===== config.mk =====
export PLATFORM = sky130hd
export DESIGN_NAME = fc_apb_slave
export DESIGN_NICKNAME = d
export VERILOG_FILES = /design/src/fc_data_pkg.sv /design/src/fc_ctrl_pkg.sv /design/src/fc_apb_slave.sv
export VERILOG_INCLUDE_DIRS = /design/src /design/src/src
export SDC_FILE = /design/constraint.sdc
export NUM_CORES = 1
export LEC_CHECK = 0
export BUFFER_PORTS_ARGS = -buffer_cell sky130_fd_sc_hd__buf_2
export CAP_MARGIN = 40
export CORE_AREA = 8 8 77 79
export CTS_BUF_LIST = sky130_fd_sc_hd__clkbuf_16
export CTS_CLUSTER_SIZE = 24
export DETAILED_ROUTE_END_ITERATION = 10
export DIE_AREA = 0 0 85 87
export PLACE_DENSITY = 0.8
export SLEW_MARGIN = 20
export SYNTH_ARGS = -nofsm -noshare
export SYNTH_HDL_FRONTEND = slang
export SYNTH_SLANG_ARGS = --single-unit

===== constraint.sdc =====
create_clock -name clk -period 3.4 [get_ports clk]
set_clock_uncertainty 0.2 [all_clocks]
set_input_delay 0 -clock clk [delete_from_list [all_inputs] [get_ports clk]]
set_output_delay 0 -clock clk [all_outputs]
set_load 0.01 [all_outputs]

===== src/fc_defines.svh =====
`ifndef FC_DEFINES_SVH
`define FC_DEFINES_SVH

//////////////////////////////
// Layer geometry
//////////////////////////////
`define FC_LANES          4      // Neuron lanes
`define FC_BEATS          64     // Beats per feature vector
`define FC_BYTES_PER_BEAT 8      // Byte pairs per beat

//////////////////////////////
// APB address map
//////////////////////////////
`define FC_ADDR_W    13          // APB byte address width
`define FC_FEAT_BASE 13'h0000    // Feature words
`define FC_WGT_BASE  13'h0800    // Lane stride 0x200, beat stride 8
`define FC_BIAS_BASE 13'h1000    // One word per lane
`define FC_CTRL_ADDR 13'h1010    // Bit 0 starts a run
`define FC_STAT_ADDR 13'h1014    // Bit 0 done, bit 1 busy
`define FC_RES_BASE  13'h1020    // One result word per lane

`endif


===== src/fc_data_pkg.sv =====
`default_nettype none

`include "fc_defines.svh"

package fc_data_pkg;

    //////////////////////////////
    // Arithmetic widths
    //////////////////////////////
    typedef logic        [7:0]  feat_t;   // Unsigned feature byte
    typedef logic signed [7:0]  wgt_t;    // Signed weight byte

    // Eight bytes side by side, byte 0 in the low bits
    typedef logic [`FC_BYTES_PER_BEAT*8-1:0] beat_vec_t;

    typedef logic signed [19:0] psum_t;   // Sum of eight products
    typedef logic signed [25:0] acc_t;    // Sum over all beats
    typedef logic signed [25:0] bias_t;
    typedef logic signed [20:0] result_t; // Low bits of bias plus total

    // Shared feature beat, same for every lane
    typedef struct packed
    {
        beat_vec_t data;
        logic      valid;
    } fc_beat_t;

endpackage

`default_nettype wire


===== src/fc_ctrl_pkg.sv =====
`default_nettype none

`include "fc_defines.svh"

package fc_ctrl_pkg;

    typedef logic [31:0] apb_data_t;

    // Host side of the APB port
    typedef struct packed
    {
        logic [`FC_ADDR_W-1:0] paddr;
        logic                  psel;
        logic                  penable;
        logic                  pwrite;
        apb_data_t             pwdata;
    } apb_req_t;

    typedef enum logic [1:0] {FEAT, WGT, BIAS} region_t;

    // One 32-bit half written into a feeder memory
    typedef struct packed
    {
        logic                         we;
        region_t                      region;
        logic [$clog2(`FC_LANES)-1:0] lane;   // Weight and bias only
        logic [$clog2(`FC_BEATS)-1:0] beat;
        logic                         half;   // 1 selects bytes 4..7
        apb_data_t                    data;
    } mem_wr_t;

    typedef enum logic {FEED_IDLE, FEED_STREAM} feed_state_t;

endpackage

`default_nettype wire


===== src/fc_apb_slave.sv =====
`timescale 1ns/10ps
`default_nettype none

`include "fc_defines.svh"

module fc_apb_slave
(
    input  wire                                       clk,
    input  wire                                       rstn,
    input  wire fc_ctrl_pkg::apb_req_t                apb_req,
    output fc_ctrl_pkg::apb_data_t                    prdata,
    output logic                                      pready,
    output logic                                      pslverr,
    output fc_ctrl_pkg::mem_wr_t                      mem_wr,
    output logic                                      start,
    input  wire                                       busy,
    input  wire                                       done,
    input  wire fc_data_pkg::result_t [`FC_LANES-1:0] results
);

    localparam int LANE_W = $clog2(`FC_LANES);
    localparam int BEAT_W = $clog2(`FC_BEATS);
    localparam int SPAN   = `FC_BEATS * `FC_BYTES_PER_BEAT;  // Bytes per vector
    localparam int RES_W  = $bits(fc_data_pkg::result_t);

    logic                    setup_q;    // Previous cycle was a setup phase
    logic                    wr_acc;
    logic                    rd_acc;
    logic [`FC_ADDR_W-1:0]   feat_off;
    logic [`FC_ADDR_W-1:0]   wgt_off;
    logic [`FC_ADDR_W-1:0]   bias_off;
    logic [`FC_ADDR_W-1:0]   res_off;
    fc_data_pkg::result_t    res_sel;

    always_ff @(posedge clk or negedge rstn)
    begin
        if (!rstn)
            setup_q <= 1'b0;
        else
            setup_q <= apb_req.psel && !apb_req.penable;
    end

    // Access phase only counts after a setup phase
    assign wr_acc = apb_req.psel && apb_req.penable && setup_q && apb_req.pwrite;
    assign rd_acc = apb_req.psel && apb_req.penable && setup_q && !apb_req.pwrite;

    // Offsets wrap below a base, so one compare per region
    assign feat_off = apb_req.paddr - `FC_FEAT_BASE;
    assign wgt_off  = apb_req.paddr - `FC_WGT_BASE;
    assign bias_off = apb_req.paddr - `FC_BIAS_BASE;
    assign res_off  = apb_req.paddr - `FC_RES_BASE;

    //////////////////////////////
    // Write decode
    //////////////////////////////
    always_comb
    begin
        mem_wr      = '0;
        mem_wr.data = apb_req.pwdata;
        mem_wr.half = apb_req.paddr[2];                 // Same bit in every region
        mem_wr.beat = apb_req.paddr[BEAT_W+2:3];
        if (feat_off < `FC_ADDR_W'(SPAN))
        begin
            mem_wr.we     = wr_acc;
            mem_wr.region = fc_ctrl_pkg::FEAT;
        end
        else if (wgt_off < `FC_ADDR_W'(SPAN * `FC_LANES))
        begin
            mem_wr.we     = wr_acc;
            mem_wr.region = fc_ctrl_pkg::WGT;
            mem_wr.lane   = wgt_off[LANE_W+8:9];        // 0x200 per lane
        end
        else if (bias_off < `FC_ADDR_W'(4 * `FC_LANES))
        begin
            mem_wr.we     = wr_acc;
            mem_wr.region = fc_ctrl_pkg::BIAS;
            mem_wr.lane   = bias_off[LANE_W+1:2];
        end
    end

    // Feeder also ignores it, but keep the pulse clean
    assign start = wr_acc && (apb_req.paddr == `FC_CTRL_ADDR) && apb_req.pwdata[0] && !busy;

    //////////////////////////////
    // Read mux
    //////////////////////////////
    assign res_sel = results[res_off[LANE_W+1:2]];

    always_comb
    begin
        prdata = '0;                                    // Unmapped reads give 0
        if (rd_acc)
        begin
            if (apb_req.paddr == `FC_STAT_ADDR)
                prdata = {30'd0, busy, done};
            else if (res_off < `FC_ADDR_W'(4 * `FC_LANES))
                prdata = {{(32 - RES_W){res_sel[RES_W-1]}}, res_sel};  // Sign extend
        end
    end

    assign pready  = 1'b1;   // No wait states
    assign pslverr = 1'b0;

endmodule

`default_nettype wire


==> reports/results.txt <==
Placed Cells = 278
sequential share of the synthesized area = 0.0197
Die X = 85 um
routed vias = 1455
Core Region = 4850 um2
Vias per Instance = 4.66
largest net degree at the start of global routing = 27
Fmax = 0.525 GHz
Post-synth EDFFs = 0
area grow syn2layout = 58.6%
FF+latch count, synth = 1
initial antenna violation count = 0
antenna-violating nets left = 0
fin worst setup slack = 1.50 ns
Critical Path Most Common Cell = buf_2
Largest register FFs = 1
routed metal-1 wire length = 1800 um
Routed WL per cell = 18.6 um
top cell type by total area after synthesis = mux4_2
met3 wire length = 542 um
CP top delay family = buffers and inverters
top cell type's share of synthesized area = 0.372
vias in the first global route = 1763
slowest CP cell = dlygate4sd3_1
prevailing post-synth register cell = dfrtp_1
synthesized instance count = 130
GP Congestion = 0.812
Crit Path Max Fanout = 12
VDD IR-drop max = 0.0506 mV
TNS Setup = 0 ns
Commonest cells post-synth = buf_4, mux4_2, nor2b_1
Regs by FF count = setup_q x1
final wirelength = 5800 um
synthesized area per cell = 9.79 um2
Die Area = 7400 um2
drt pass-1 iters = 4
GR Overflow Total = 0
register bank with the most flops = setup_q
Arr. time, crit path = 1.70 ns
Detailed Place HPWL = 4310 um
IO buf count = 150
crit path cell chain = dlygate4sd3_1, buf_2, and3_1, nand4_1, nor2b_1, buf_2
Remaining DRCs = 0
final setup fails = 0
endpoint class of the critical path = output pin
fin crit share = 0.560
Antenna Cells = 0
Critical Path RT = 3.20 ns
initial core utilization = 0.263
Worst setup SP type = input pin
Leakage = 1.07 nW
syn_nets = 266
IO Count = 215
RSZ-0062 raised after global routing = no
Post-synth ARST share = 1.00
Mapped Area = 1270 um2
Initial DRC Count = 30
Layout Cells excl Fill = 312
Area contributors post-synth = mux4_2, buf_4, nor2b_1, dfrtp_1, nor4b_4
slowest cell delay on critical path = 0.54 ns
die height = 87 um
Final Cell Area = 2020 um2
NumNets Final = 394
slew at the pin closest to its max-slew limit = 0.583 ns
buffer and inverter count on the worst path = 3
top-count cell post-synth = buf_4
first-pass GRT wire length = 8630 um
utilization after layout = 0.416
worst hold path class = input pin to output pin
Max-cap violations = 0
DP Area = 1670 um2
pwr dens = 103 nW/um2
Top Metal Used = met4
Final Hold Fails = 0
row count = 26
Max-slew headroom = 0.612
DP Worst Slack = 1.54 ns
fin. max-slew vios = 0
minimum clock period = 1.90 ns
kind of critical path = input pin to output pin
synth unique cells = 28
Ys Warns = 0
DR WL met2 = 3420 um
total track usage = 0.140
share of cells above drive strength 1 = 0.703
status = finished clean
-- repair_timing --
action,4_1_cts,5_1_grt
hold buffers,33,0
gates resized for setup,0,0
buffers inserted,0,0
hold endpoints to repair,33,0
setup endpoints to repair,0,0
-- placed cells by master, fill, tap and decap left out --
| cell type | instances |
|---|---|
| nand3_1 | 1 |
| buf_12 | 1 |
| o211a_1 | 1 |
| a21o_2 | 1 |
| nor4b_2 | 1 |
| buf_2 | 150 |
| a21oi_1 | 1 |
| or2_2 | 1 |
| nand2_1 | 3 |
| nor4_1 | 2 |
| a22o_2 | 1 |
| nor4b_1 | 1 |
| or3_4 | 1 |
| o32ai_1 | 2 |
| nor2_1 | 1 |
| and3_1 | 1 |
| nor2b_1 | 21 |
| nand3b_1 | 1 |
| buf_4 | 1 |
| dlygate4sd3_1 | 33 |
| a32o_2 | 1 |
| mux4_2 | 21 |
| nor4b_4 | 1 |
| nand4bb_1 | 1 |
| inv_1 | 3 |
| dfrtp_1 | 1 |
| nand4_1 | 1 |
| conb_1 | 2 |
-- power breakdown --
group	switching (mW)	internal, mW	total [mW]
combinational	0.0708	0.125	0.196
sequential	0.000353	0.0127	0.0131
clock	0	0	0
total	0.0712	0.138	0.209
-- per-layer routing --
metal	GRT usage	vias to the layer above
li1	-	674
met1	0.126	691
met2	0.300	88
met3	0.0425	2
met4	0.00971	0
met5	0	-
-- cell type report --
class,count,area [um2]
Sequential cell,1,25.0
Tap cell,56,70.1
Fill cell,485,2830
Timing Repair Buffer,185,1110
Inverter,3,11.3
Multi-Input combinational cell,67,803
-- stage by stage --
stage          power [mW]  hold WS (ns)
2_1_floorplan       0.135        -0.496
3_3_place_gp        0.156        -0.424
3_5_place_dp        0.161        -0.422
4_1_cts             0.206        0.0123
5_1_grt             0.223        0.0170
6_report            0.209       0.00936
-- cell families after synthesis --
family / Yosys count / share of synthesized area
buf+inv: 62 / 0.349
simple gates: 37 / 0.205
mux: 21 / 0.372
compound gates: 7 / 0.0492
other cells: 2 / 0.00590
flops: 1 / 0.0197
-- path summary, 6_finish.rpt --
check | from | end | slack [ns] | cells past startpoint
hold / removal | apb_req[0] | mem_wr[0] | 0.009 | 2
setup / recovery | apb_req[33] | prdata[21] | 1.50 | 6
max in group asynchronous | rstn | setup_q | 2.80 | 2
min in group asynchronous | rstn | setup_q | 0.11 | 2
Note: power is estimated with default switching activity, not from simulation.
