--- src/fc_defines.svh ---
`ifndef FC_DEFINES_SVH
`define FC_DEFINES_SVH

//////////////////////////////
// Layer geometry
//////////////////////////////
`define FC_LANES          4      // Neuron lanes
`define FC_BEATS          64     // Beats per feature vector
`define FC_BYTES_PER_BEAT 8      // Byte pairs per beat

//////////////////////////////
// APB address map
//////////////////////////////
`define FC_ADDR_W    13          // APB byte address width
`define FC_FEAT_BASE 13'h0000    // Feature words
`define FC_WGT_BASE  13'h0800    // Lane stride 0x200, beat stride 8
`define FC_BIAS_BASE 13'h1000    // One word per lane
`define FC_CTRL_ADDR 13'h1010    // Bit 0 starts a run
`define FC_STAT_ADDR 13'h1014    // Bit 0 done, bit 1 busy
`define FC_RES_BASE  13'h1020    // One result word per lane

`endif

--- src/fc_data_pkg.sv ---
`default_nettype none

`include "fc_defines.svh"

package fc_data_pkg;

    //////////////////////////////
    // Arithmetic widths
    //////////////////////////////
    typedef logic        [7:0]  feat_t;   // Unsigned feature byte
    typedef logic signed [7:0]  wgt_t;    // Signed weight byte

    // Eight bytes side by side, byte 0 in the low bits
    typedef logic [`FC_BYTES_PER_BEAT*8-1:0] beat_vec_t;

    typedef logic signed [19:0] psum_t;   // Sum of eight products
    typedef logic signed [25:0] acc_t;    // Sum over all beats
    typedef logic signed [25:0] bias_t;
    typedef logic signed [20:0] result_t; // Low bits of bias plus total

    // Shared feature beat, same for every lane
    typedef struct packed
    {
        beat_vec_t data;
        logic      valid;
    } fc_beat_t;

endpackage

`default_nettype wire

--- src/fc_mult_sum.sv ---
`timescale 1ns/10ps
`default_nettype none

`include "fc_defines.svh"

module fc_mult_sum
(
    input  wire                         clk,
    input  wire                         rstn,
    input  wire                         en,
    input  wire fc_data_pkg::beat_vec_t data,
    input  wire fc_data_pkg::beat_vec_t weight,
    output fc_data_pkg::psum_t          psum,
    output logic                        valid
);

    localparam int NB = `FC_BYTES_PER_BEAT;

    fc_data_pkg::feat_t  feat_b [NB];
    fc_data_pkg::wgt_t   wgt_b  [NB];
    fc_data_pkg::psum_t  sum_c;

    // Unsigned times signed, widened first so nothing is lost
    always_comb
    begin
        sum_c = '0;
        for (int i = 0; i < NB; i++)
        begin
            feat_b[i] = data[i*8 +: 8];
            wgt_b[i]  = weight[i*8 +: 8];
            sum_c     = sum_c + fc_data_pkg::psum_t'($signed({1'b0, feat_b[i]}))
                              * fc_data_pkg::psum_t'(wgt_b[i]);
        end
    end

    always_ff @(posedge clk)
    begin
        if (en)
            psum <= sum_c;    // Held when idle
    end

    always_ff @(posedge clk or negedge rstn)
    begin
        if (!rstn)
            valid <= 1'b0;
        else
            valid <= en;      // One cycle behind the beat
    end

endmodule

`default_nettype wire

--- src/fc_acc_sum.sv ---
`timescale 1ns/10ps
`default_nettype none

`include "fc_defines.svh"

module fc_acc_sum
(
    input  wire                     clk,
    input  wire                     rstn,
    input  wire                     acc_en,
    input  wire fc_data_pkg::psum_t d,
    output fc_data_pkg::acc_t       result,
    output logic                    acc_done
);

    localparam int CNT_W = $clog2(`FC_BEATS);

    logic [CNT_W-1:0]   cnt;       // Beat sums taken so far
    fc_data_pkg::acc_t  acc;
    fc_data_pkg::acc_t  acc_nxt;
    logic               last;

    assign acc_nxt = acc + fc_data_pkg::acc_t'(d);   // Sign extended sum
    assign last    = acc_en && (cnt == CNT_W'(`FC_BEATS - 1));

    //////////////////////////////
    // Accumulate and count
    //////////////////////////////
    always_ff @(posedge clk or negedge rstn)
    begin
        if (!rstn)
        begin
            cnt      <= '0;
            acc      <= '0;
            acc_done <= 1'b0;
        end
        else
        begin
            acc_done <= last;
            if (last)
            begin
                acc <= '0;          // Ready for the next vector
                cnt <= '0;
            end
            else if (acc_en)
            begin
                acc <= acc_nxt;
                cnt <= cnt + 1'b1;
            end
        end
    end

    always_ff @(posedge clk)
    begin
        if (last)
            result <= acc_nxt;      // Total incl. the 64th sum
    end

endmodule

`default_nettype wire

--- src/fc_neuron.sv ---
`timescale 1ns/10ps
`default_nettype none

module fc_neuron
(
    input  wire                         clk,
    input  wire                         rstn,
    input  wire fc_data_pkg::fc_beat_t  beat,
    input  wire fc_data_pkg::beat_vec_t weight,
    input  wire fc_data_pkg::bias_t     bias,
    output fc_data_pkg::result_t        result,
    output logic                        done
);

    localparam int RES_W = $bits(fc_data_pkg::result_t);

    fc_data_pkg::psum_t  psum;
    logic                ps_valid;
    fc_data_pkg::acc_t   acc_total;
    logic                acc_done;
    fc_data_pkg::acc_t   total;

    fc_mult_sum i_mult_sum
    (
        .clk    (clk),
        .rstn   (rstn),
        .en     (beat.valid),
        .data   (beat.data),
        .weight (weight),
        .psum   (psum),
        .valid  (ps_valid)
    );

    fc_acc_sum i_acc_sum
    (
        .clk      (clk),
        .rstn     (rstn),
        .acc_en   (ps_valid),
        .d        (psum),
        .result   (acc_total),
        .acc_done (acc_done)
    );

    // Wraps, only the low bits survive anyway
    assign total = acc_total + bias;

    always_ff @(posedge clk or negedge rstn)
    begin
        if (!rstn)
        begin
            result <= '0;
            done   <= 1'b0;
        end
        else
        begin
            done <= acc_done;                       // One cycle for the bias add
            if (acc_done)
                result <= total[RES_W-1:0];
        end
    end

endmodule

`default_nettype wire

--- config.mk ---
export PLATFORM = sky130hd
export DESIGN_NAME = fc_neuron
export DESIGN_NICKNAME = d
export VERILOG_FILES = /design/src/fc_data_pkg.sv /design/src/fc_mult_sum.sv /design/src/fc_acc_sum.sv /design/src/fc_neuron.sv
export VERILOG_INCLUDE_DIRS = /design/src /design/src/src
export SDC_FILE = /design/constraint.sdc
export NUM_CORES = 1
export LEC_CHECK = 0
export ABC_AREA = 1
export BUFFER_PORTS_ARGS = -buffer_cell sky130_fd_sc_hd__buf_2
export CAP_MARGIN = 20
export CORE_UTILIZATION = 25
export CTS_CLUSTER_SIZE = 14
export DETAILED_ROUTE_END_ITERATION = 16
export SLEW_MARGIN = 20
export SYNTH_ARGS = -nofsm -noshare
export SYNTH_HDL_FRONTEND = slang
export SYNTH_SLANG_ARGS = --single-unit
--- constraint.sdc ---
create_clock -name clk -period 2 [get_ports clk]
set_input_delay 0.4 -clock clk [delete_from_list [all_inputs] [get_ports clk]]
set_output_delay 0.4 -clock clk [all_outputs]
set_load 0.03 [all_outputs]
==> flow_summary.json, run 1 <==
{
  "path_delay_family": "adder cells",
  "clockBufferDepth": 2,
  "final_hold_viol_count": 0,
  "cts_hold_buf": 0,
  "ctsHtreeMaxLevel": 3,
  "arrival_ns": 7.04,
  "die_height_um": 337,
  "yosysWarningCount": 0,
  "post-route-period-util": 3.46,
  "vias_per_cell": 4.13,
  "worst_pin_slew_ns": 0.634,
  "rsz0062_at_grt": "yes",
  "post_drt_wl_per_cell_um": 12.9,
  "dieArea_um2": 114000,
  "timing.critical_path.buf_inv": 7,
  "finalNetCount": 5322,
  "io_buffer_count": 173,
  "min-delay-path-class": "in2async",
  "antenna_found_initial": 6,
  "fin_worst_skew_ns": 0.0124,
  "ys_ff_latch": 92,
  "endpoint_kind": "register",
  "grt_overflow": 0,
  "synth_edf_count": 41,
  "dp.cells": 5804,
  "failed_checks": "negative setup slack",
  "final_common_cell": "inv_1",
  "rrSetupSlack_ns": 0.02,
  "die_w_um": 337,
  "cts_tree": "built",
  "fp.coreArea_um2": 111000,
  "synth_cells": 3808,
  "setup_slack_ns": -4.93,
  "num_vias": 24200,
  "gp_congestion": 0.906,
  "final-seq-area_um2": 2510,
  "max_cap_violations": 0,
  "hpwl_um": 66800,
  "drtAntennaViolNets": 0,
  "fp-row-count": 122,
  "setup_viol_count_final": 20,
  "synth.cell_area_um2": 28100,
  "ys_seq_area_frac": 0.0894,
  "initial_utilization": 0.253,
  "synth_nets": 4773,
  "slowest_stage": "fa_1",
  "required_ns": 2.11,
  "layout_common_cells": "inv_1 (994), nand2_1 (865), buf_4 (445), fa_1 (376), ha_1 (292)",
  "drive_gt1_frac": 0.277,
  "grt_pass1_vias": 25100,
  "clock-root-buffer": "clkbuf_16",
  "synth_cell_type_count": 38,
  "area_growth_pct": 33.8,
  "crit_path_start_kind": "input port",
  "drt_iter0_drc": 1084,
  "finalWirelength_um": 75800,
  "n_fill_cell": 11600,
  "max-slew-margin-rel": 0.578,
  "status": "complete, but fails checks",
  "whs_ns": 0.00136,
  "synth-async-reset-ratio": 0.554,
  "clock-sinks": 92,
  "finalMaxSlewViolations": 0,
  "multiInputGateArea_um2": 23600,
  "pin_count": 179,
  "crit_fanout": 5,
  "grt_pass1_wl_um": 123000,
  "cpPeakStageDelay_ns": 0.55,
  "route.detailed.drc": 0,
  "clk_latency_ns": 0.36,
  "numCtsBuffers": 9,
  "grt_start_max_net_pins": 31,
  "track_usage": 0.134,
  "crit_type": "in2reg",
  "layout_min_cycle_time_ns": 6.93,
  "cpMostUsedCell": "fa_1",
  "clkTransAtPathRegs_ns": 0.07,
  "instances_no_fill": 5852,
  "firstDrtPassIters": 5,
  "synth_flop_cell": "dfrtp_1",
  "fmax_mhz": 144,
  "avgSynthCellArea_um2": 7.37
}
## metrics by stage
step / setup TNS [ns] / setup slack [ns] / utilization / area (µm²)
final: -77.77 / -4.93 / 0.338 / 37500
after global routing: -81.27 / -5.14 / 0.338 / 37500
after CTS: -77.88 / -4.84 / 0.322 / 35700
after detailed placement: -87.97 / -5.38 / 0.310 / 34400
after global placement: -87.69 / -5.40 / 0.310 / 34400
after floorplan: -76.16 / -4.89 / - / 29000
## Yosys cell counts, types with 16 or more instances
cell,instances,area share
inv_1,1105,0.15
xor2_1,78,0.024
edfxtp_1,41,0.044
nand3_1,121,0.022
o21ai_0,44,0.0078
nand3b_1,17,0.0045
clkbuf_1,123,0.016
fa_1,403,0.29
or2_2,29,0.0065
nand2_1,946,0.13
ha_1,405,0.18
dfrtp_1,51,0.045
nor2_1,137,0.018
o21a_1,16,0.0043
nor3_1,20,0.0036
xnor2_1,45,0.014
a21oi_1,140,0.025
## registers in the layout, indices dropped and copies added (netlist names)
| register | count |
|---|---|
| done | 1 |
| i_acc_sum.acc | 21 |
| i_acc_sum.acc_done | 1 |
| i_acc_sum.cnt | 6 |
| i_acc_sum.result | 21 |
| i_mult_sum.psum | 20 |
| i_mult_sum.valid | 1 |
| result | 21 |
## cell families after synthesis
| kind of cell | synth area share |
|---|---|
| AND/OR/NAND/NOR | 0.191 |
| XOR/XNOR | 0.0384 |
| buffers and inverters | 0.166 |
| AO/OA/AOI/OAI | 0.0468 |
| adder cells (fa/ha/maj) | 0.468 |
| flip-flops | 0.0894 |
## per-layer routing
| layer | vias up | wire length, µm | track usage |
|---|---|---|---|
| li1 | 12200 | - | - |
| met1 | 11500 | 32600 | 0.165 |
| met2 | 384 | 39400 | 0.252 |
| met3 | 89 | 2050 | 0.0102 |
| met4 | 2 | 1620 | 0.0276 |
| met5 | - | 13 | 0 |
## worst paths after layout
check | start | endpoint | cells after the start
max | weight[55] | i_mult_sum.psum[19]$_DFFE_PP_ | 31
min | rstn | result[1]$_DFFE_PN0P_ | 1
max reg2reg | i_acc_sum.acc[0]$_DFFE_PN0P_ | i_acc_sum.result[16]$_DFFE_PP_ | 12
min reg2reg | result[15]$_DFFE_PN0P_ | result[15]$_DFFE_PN0P_ | 2
max in group asynchronous | rstn | i_acc_sum.acc[15]$_DFFE_PN0P_ | 2
min in group clk | bias[0] | result[0]$_DFFE_PN0P_ | 4
## repair_timing
item,CTS,global route
resized for setup,215,373
pin swaps,119,126
setup endpoints to repair,26,47
setup buffers,12,30
## cell type report
| class | instances | area share |
|---|---|---|
| clock inverters | 7 | 0.00217 |
| repair buffers | 665 | 0.134 |
| diodes | 2 | 0.000133 |
| well taps | 1488 | 0.0496 |
| clock buffers | 9 | 0.00600 |
| inverters | 1112 | 0.112 |
| multi-input cells | 2477 | 0.629 |
| flip-flops and latches | 92 | 0.0668 |
Power of run 1 is not shown: default switching activity piles up to over one toggle a cycle in this logic, so the estimate is an artifact.
==> run 2, diff against run 1 <==
Clock period 2 ns to 8.4 ns, I/O delays scaled along.
==> run 2 against run 1 <==
Compared with the run above: the flow now finishes without violations; register-to-register slack better by 6.2 ns; final area is 7.7% lower; flip-flop and latch count stayed put; utilization is 2.6 points lower; hold slack better by 0.47 ns; die area stayed put; clock skew is 0.0076 ns lower; critical endpoint unchanged.
==> flow_summary.json, run 2 (synthesis gave the netlist of run 1 again) <==
{
  "clockBufferDepth": 2,
  "finish.instance_area_um2": 34600,
  "clk_latency_ns": 0.35,
  "fin_worst_skew_ns": 0.00483,
  "reg2regPathDepth": 12,
  "placed_cell_area_um2": 33000,
  "drt_iter0_drc": 943,
  "num_vias": 23700,
  "setup_slack_ns": 0.103,
  "r2r_start": "i_acc_sum.acc[0]$_DFFE_PN0P_",
  "min-delay-path-class": "reg2reg",
  "grt_overflow": 0,
  "grt_pass1_wl_um": 119000,
  "arrival_ns": 8.40,
  "instances_no_fill": 5715,
  "dieArea_um2": 114000,
  "post_drt_wl_per_cell_um": 12.5,
  "die_height_um": 337,
  "endpoint": "i_mult_sum.psum[19]$_DFFE_PP_",
  "finalNetCount": 5185,
  "reg_top3": "i_acc_sum.acc: 21 flops, i_acc_sum.result: 21 flops, result: 21 flops",
  "route.detailed.drc": 0,
  "drive_gt1_frac": 0.194,
  "setup_viol_count_final": 0,
  "fp-row-count": 122,
  "max-slew-margin-rel": 0.500,
  "cts_tree": "built",
  "reg2reg_to": "i_acc_sum.result[16]$_DFFE_PP_",
  "worst_pin_slew_ns": 0.750,
  "ctsHtreeMaxLevel": 3,
  "rsz0062_at_grt": "yes",
  "clkTransAtPathRegs_ns": 0.06,
  "grt_start_max_net_pins": 52,
  "track_usage": 0.128,
  "crit_path_start_kind": "input port",
  "clock-sinks": 92,
  "fmax_mhz": 121,
  "hpwl_um": 64200,
  "cts_hold_buf": 0,
  "initial_utilization": 0.253,
  "crit_fanout": 4,
  "fp.coreArea_um2": 111000,
  "cpMostUsedCell": "fa_1",
  "post-route-period-util": 0.988,
  "firstDrtPassIters": 5,
  "cp-startpoint": "beat[25]",
  "numCtsBuffers": 9,
  "io_buffer_count": 173,
  "status": "complete, no violations",
  "clock-root-buffer": "clkbuf_16",
  "final_common_cell": "inv_1",
  "finalWirelength_um": 71500,
  "finalMaxSlewViolations": 0,
  "n_fill_cell": 11900,
  "layout_min_cycle_time_ns": 8.30,
  "grt_pass1_vias": 24400,
  "slowest_stage": "fa_1",
  "endpoint_kind": "register",
  "final_hold_viol_count": 0,
  "cpPeakStageDelay_ns": 0.59,
  "pin_count": 179,
  "die_w_um": 337,
  "max_cap_violations": 0,
  "layout_common_cells": "inv_1 (1078), nand2_1 (918), fa_1 (386), ha_1 (372), buf_4 (349)",
  "pre_cts_slack_ns": -0.657,
  "dp.cells": 5693,
  "antenna_found_initial": 5,
  "area_growth_pct": 23.5,
  "rrSetupSlack_ns": 6.18,
  "gp_congestion": 0.899,
  "drtAntennaViolNets": 0,
  "vias_per_cell": 4.14,
  "required_ns": 8.50,
  "crit_type": "in2reg"
}
## run 2: metrics by stage
stage / hold WS, ns / TNS [ns] / util
floorplan: 0.428 / -0.00908 / -
global placement: 0.451 / -5.56 / 0.297
detailed placement: 0.461 / -5.53 / 0.297
CTS: 0.479 / -0.0487 / 0.303
global route: 0.493 / -0.629 / 0.312
finish: 0.473 / 0 / 0.312
## run 2: how the worst min path moves through the flow
stage | cells past startpoint | endpoint | from
6_report | 2 | result[12]$_DFFE_PN0P_ | result[12]$_DFFE_PN0P_
3_3_place_gp | 2 | result[0]$_DFFE_PN0P_ | result[0]$_DFFE_PN0P_
5_1_grt | 2 | result[12]$_DFFE_PN0P_ | result[12]$_DFFE_PN0P_
3_5_place_dp | 2 | result[12]$_DFFE_PN0P_ | result[12]$_DFFE_PN0P_
4_1_cts | 2 | result[12]$_DFFE_PN0P_ | result[12]$_DFFE_PN0P_
2_1_floorplan | 0 | done$_DFF_PN0_ | i_acc_sum.acc_done$_DFF_PN0_
## run 2: critical path: cells and delay by family
family,cells,cell delay [ns]
buf+inv,8,0.54
xor+xnor,1,0.12
compound gates,5,0.87
fa+ha+maj,10,4.57
simple gates,6,0.62
## run 2: final cells by class
class	count	area (µm²)	share of cell area
Clock buffer	10	229	0.00661
Clock inverter	6	111	0.00321
Multi-Input combinational cell	2477	22100	0.639
Antenna cell	2	5.00	0.000144
Timing Repair Buffer	528	3610	0.104
Tap cell	1488	1860	0.0537
Sequential cell	92	2510	0.0724
Inverter	1112	4180	0.121
## run 2: what timing repair did
| item | 4_1_cts | 5_1_grt |
|---|---|---|
| gates resized for setup | 60 | 233 |
| pin swaps | 21 | 95 |
| setup endpoints to repair | 9 | 12 |
| buffers inserted | 0 | 7 |
## run 2: routing by layer
layer / GRT usage / vias up / routed length, µm
met1: 0.163 / 11300 / 32300
met4: 0.0254 / 2 / 1390
met3: 0.00759 / 78 / 1620
met2: 0.237 / 327 / 36200
met5: 0 / - / 13
li1: - / 11900 / -
Power of run 2 is left out for the same reason.
==> run 3, diff against run 2 <==
Settings changed: SYNTH_HIERARCHICAL set to 1.
==> run 3 against run 2 <==
Compared with the run above: setup slack got worse by 0.068 ns; register-to-register slack got worse by 0.73 ns; non-clock buffer count fell by 152.
==> flow_summary.json, run 3 <==
{
  "crit_path_start_kind": "input port",
  "post-route-period-util": 0.996,
  "gp_congestion": 0.897,
  "finalWirelength_um": 68600,
  "antenna_found_initial": 11,
  "dieArea_um2": 106000,
  "fp-row-count": 118,
  "io_buffer_count": 173,
  "firstDrtPassIters": 5,
  "route.detailed.drc": 0,
  "cts_hold_buf": 0,
  "finalMaxSlewViolations": 0,
  "layout_min_cycle_time_ns": 8.37,
  "rrSetupSlack_ns": 5.45,
  "numCtsBuffers": 9,
  "final_hold_viol_count": 0,
  "max_cap_violations": 0,
  "fin_tns_setup_ns": 0,
  "layout_common_cells": "inv_1 (1060), nand2_1 (840), fa_1 (498), ha_1 (293), buf_4 (196)",
  "crit_type": "in2reg",
  "fin_worst_skew_ns": 0.00611,
  "synth.cell_area_um2": 26100,
  "final_common_cell": "inv_1",
  "initial_utilization": 0.252,
  "cts_tree": "built",
  "ctsHtreeMaxLevel": 3,
  "hold_path_depth": 2,
  "yosysWarningCount": 6,
  "whs_endpoint": "result[15]$_DFFE_PN0P_",
  "grt_start_max_net_pins": 52,
  "r2r_start": "i_acc_sum/cnt[0]$_DFFE_PN0P_",
  "pin_count": 179,
  "min-delay-path-class": "reg2reg",
  "setup_viol_count_final": 0,
  "n_fill_cell": 11200,
  "max-slew-margin-rel": 0.421,
  "final_util": 0.293,
  "die_w_um": 325,
  "die_height_um": 325,
  "required_ns": 8.51,
  "num_vias": 19500,
  "reg2regPathDepth": 8,
  "synth_cells": 3300,
  "clkTransAtPathRegs_ns": 0.07,
  "status": "complete, no violations",
  "synth_nets": 4259,
  "clk_latency_ns": 0.35,
  "drive_gt1_frac": 0.143,
  "fmax_mhz": 120,
  "grt_pass1_wl_um": 111000,
  "worst_pin_slew_ns": 0.868,
  "hold_start": "result[15]$_DFFE_PN0P_",
  "grt_pass1_vias": 20900,
  "drt_iter0_drc": 1062,
  "clockBufferDepth": 2,
  "clock-sinks": 92,
  "rsz0062_at_grt": "yes",
  "grt_overflow": 0,
  "fp.coreArea_um2": 103000,
  "reg2reg_to": "i_acc_sum/acc[3]$_DFFE_PN0P_",
  "avgSynthCellArea_um2": 7.89,
  "endpoint_kind": "register",
  "reg_top3": "i_acc_sum/acc: 21 flops, i_acc_sum/result: 21 flops, result: 21 flops",
  "hpwl_um": 63400,
  "post_drt_wl_per_cell_um": 13.9,
  "vias_per_cell": 3.95,
  "crit_fanout": 5,
  "area_growth_pct": 16.2,
  "drtAntennaViolNets": 0,
  "clock-root-buffer": "clkbuf_16",
  "track_usage": 0.134,
  "finalNetCount": 4517,
  "arrival_ns": 8.47
}
==> run 3: area by class of cell <==
| class | instances | area, µm² | share of cell area |
|---|---|---|---|
| well taps | 1380 | 1730 | 0.0570 |
| clock inverters | 7 | 87.6 | 0.00289 |
| clock buffers | 9 | 225 | 0.00744 |
| flip-flops and latches | 92 | 2510 | 0.0828 |
| inverters | 1081 | 4080 | 0.135 |
| repair buffers | 376 | 2480 | 0.0819 |
| multi-input cells | 1998 | 19200 | 0.633 |
| diodes | 3 | 7.51 | 0.000248 |
==> run 3: worst max-delay path by stage <==
stage | end | cells after the start | slack (ns) | startpoint
after floorplan | i_mult_sum/psum[19]$_DFFE_PP_ | 29 | 0.02 | beat[57]
after global placement | i_mult_sum/psum[19]$_DFFE_PP_ | 30 | -0.48 | weight[63]
after detailed placement | i_mult_sum/psum[19]$_DFFE_PP_ | 30 | -0.51 | weight[63]
after CTS | i_mult_sum/psum[15]$_DFFE_PP_ | 26 | 0.003 | weight[63]
after global routing | i_mult_sum/psum[19]$_DFFE_PP_ | 25 | -0.13 | weight[15]
final | i_mult_sum/psum[19]$_DFFE_PP_ | 25 | 0.03 | weight[15]
==> run 3: critical path, cell delays in order <==
cell	delay, ns
buf_12	0.10
clkinv_8	0.06
buf_8	0.12
buf_6	0.10
or2_4	0.22
fa_1	0.47
fa_1	0.52
fa_1	0.61
fa_1	0.47
fa_1	0.52
fa_1	0.59
fa_1	0.46
fa_1	0.55
fa_1	0.45
fa_1	0.54
inv_2	0.05
ha_4	0.26
nand2_1	0.06
nand2_1	0.07
a21oi_2	0.19
nand2_2	0.09
nand2_2	0.07
nand2_2	0.06
nand3_2	0.07
nand2_2	0.06
==> run 3: per-stage QoR <==
step / cells / worst slack [ns] / hold WS, ns / cell area, µm²
detailed placement: 4921 / -0.507 / 0.458 / 29700
finish: 4946 / 0.0342 / 0.476 / 30300
global route: 4945 / -0.127 / 0.501 / 30300
CTS: 4941 / 0.00307 / 0.476 / 30100
global placement: 4921 / -0.481 / 0.452 / 29700
floorplan: 3300 / 0.0236 / 0.409 / 26100
==> run 3: layer usage <==
metal,vias up,wire length (µm),track usage
li1,9739,-,-
met2,356,34300,0.241
met3,62,2970,0.0173
met4,14,1160,0.0199
met5,-,80,0
met1,9375,30100,0.172
==> run 3: repair_timing <==
action | 4_1_cts | 5_1_grt
setup buffers | 4 | 3
setup endpoints to repair | 10 | 12
resized for setup | 26 | 41
pin swaps | 25 | 44
Power of run 3 is left out for the same reason.
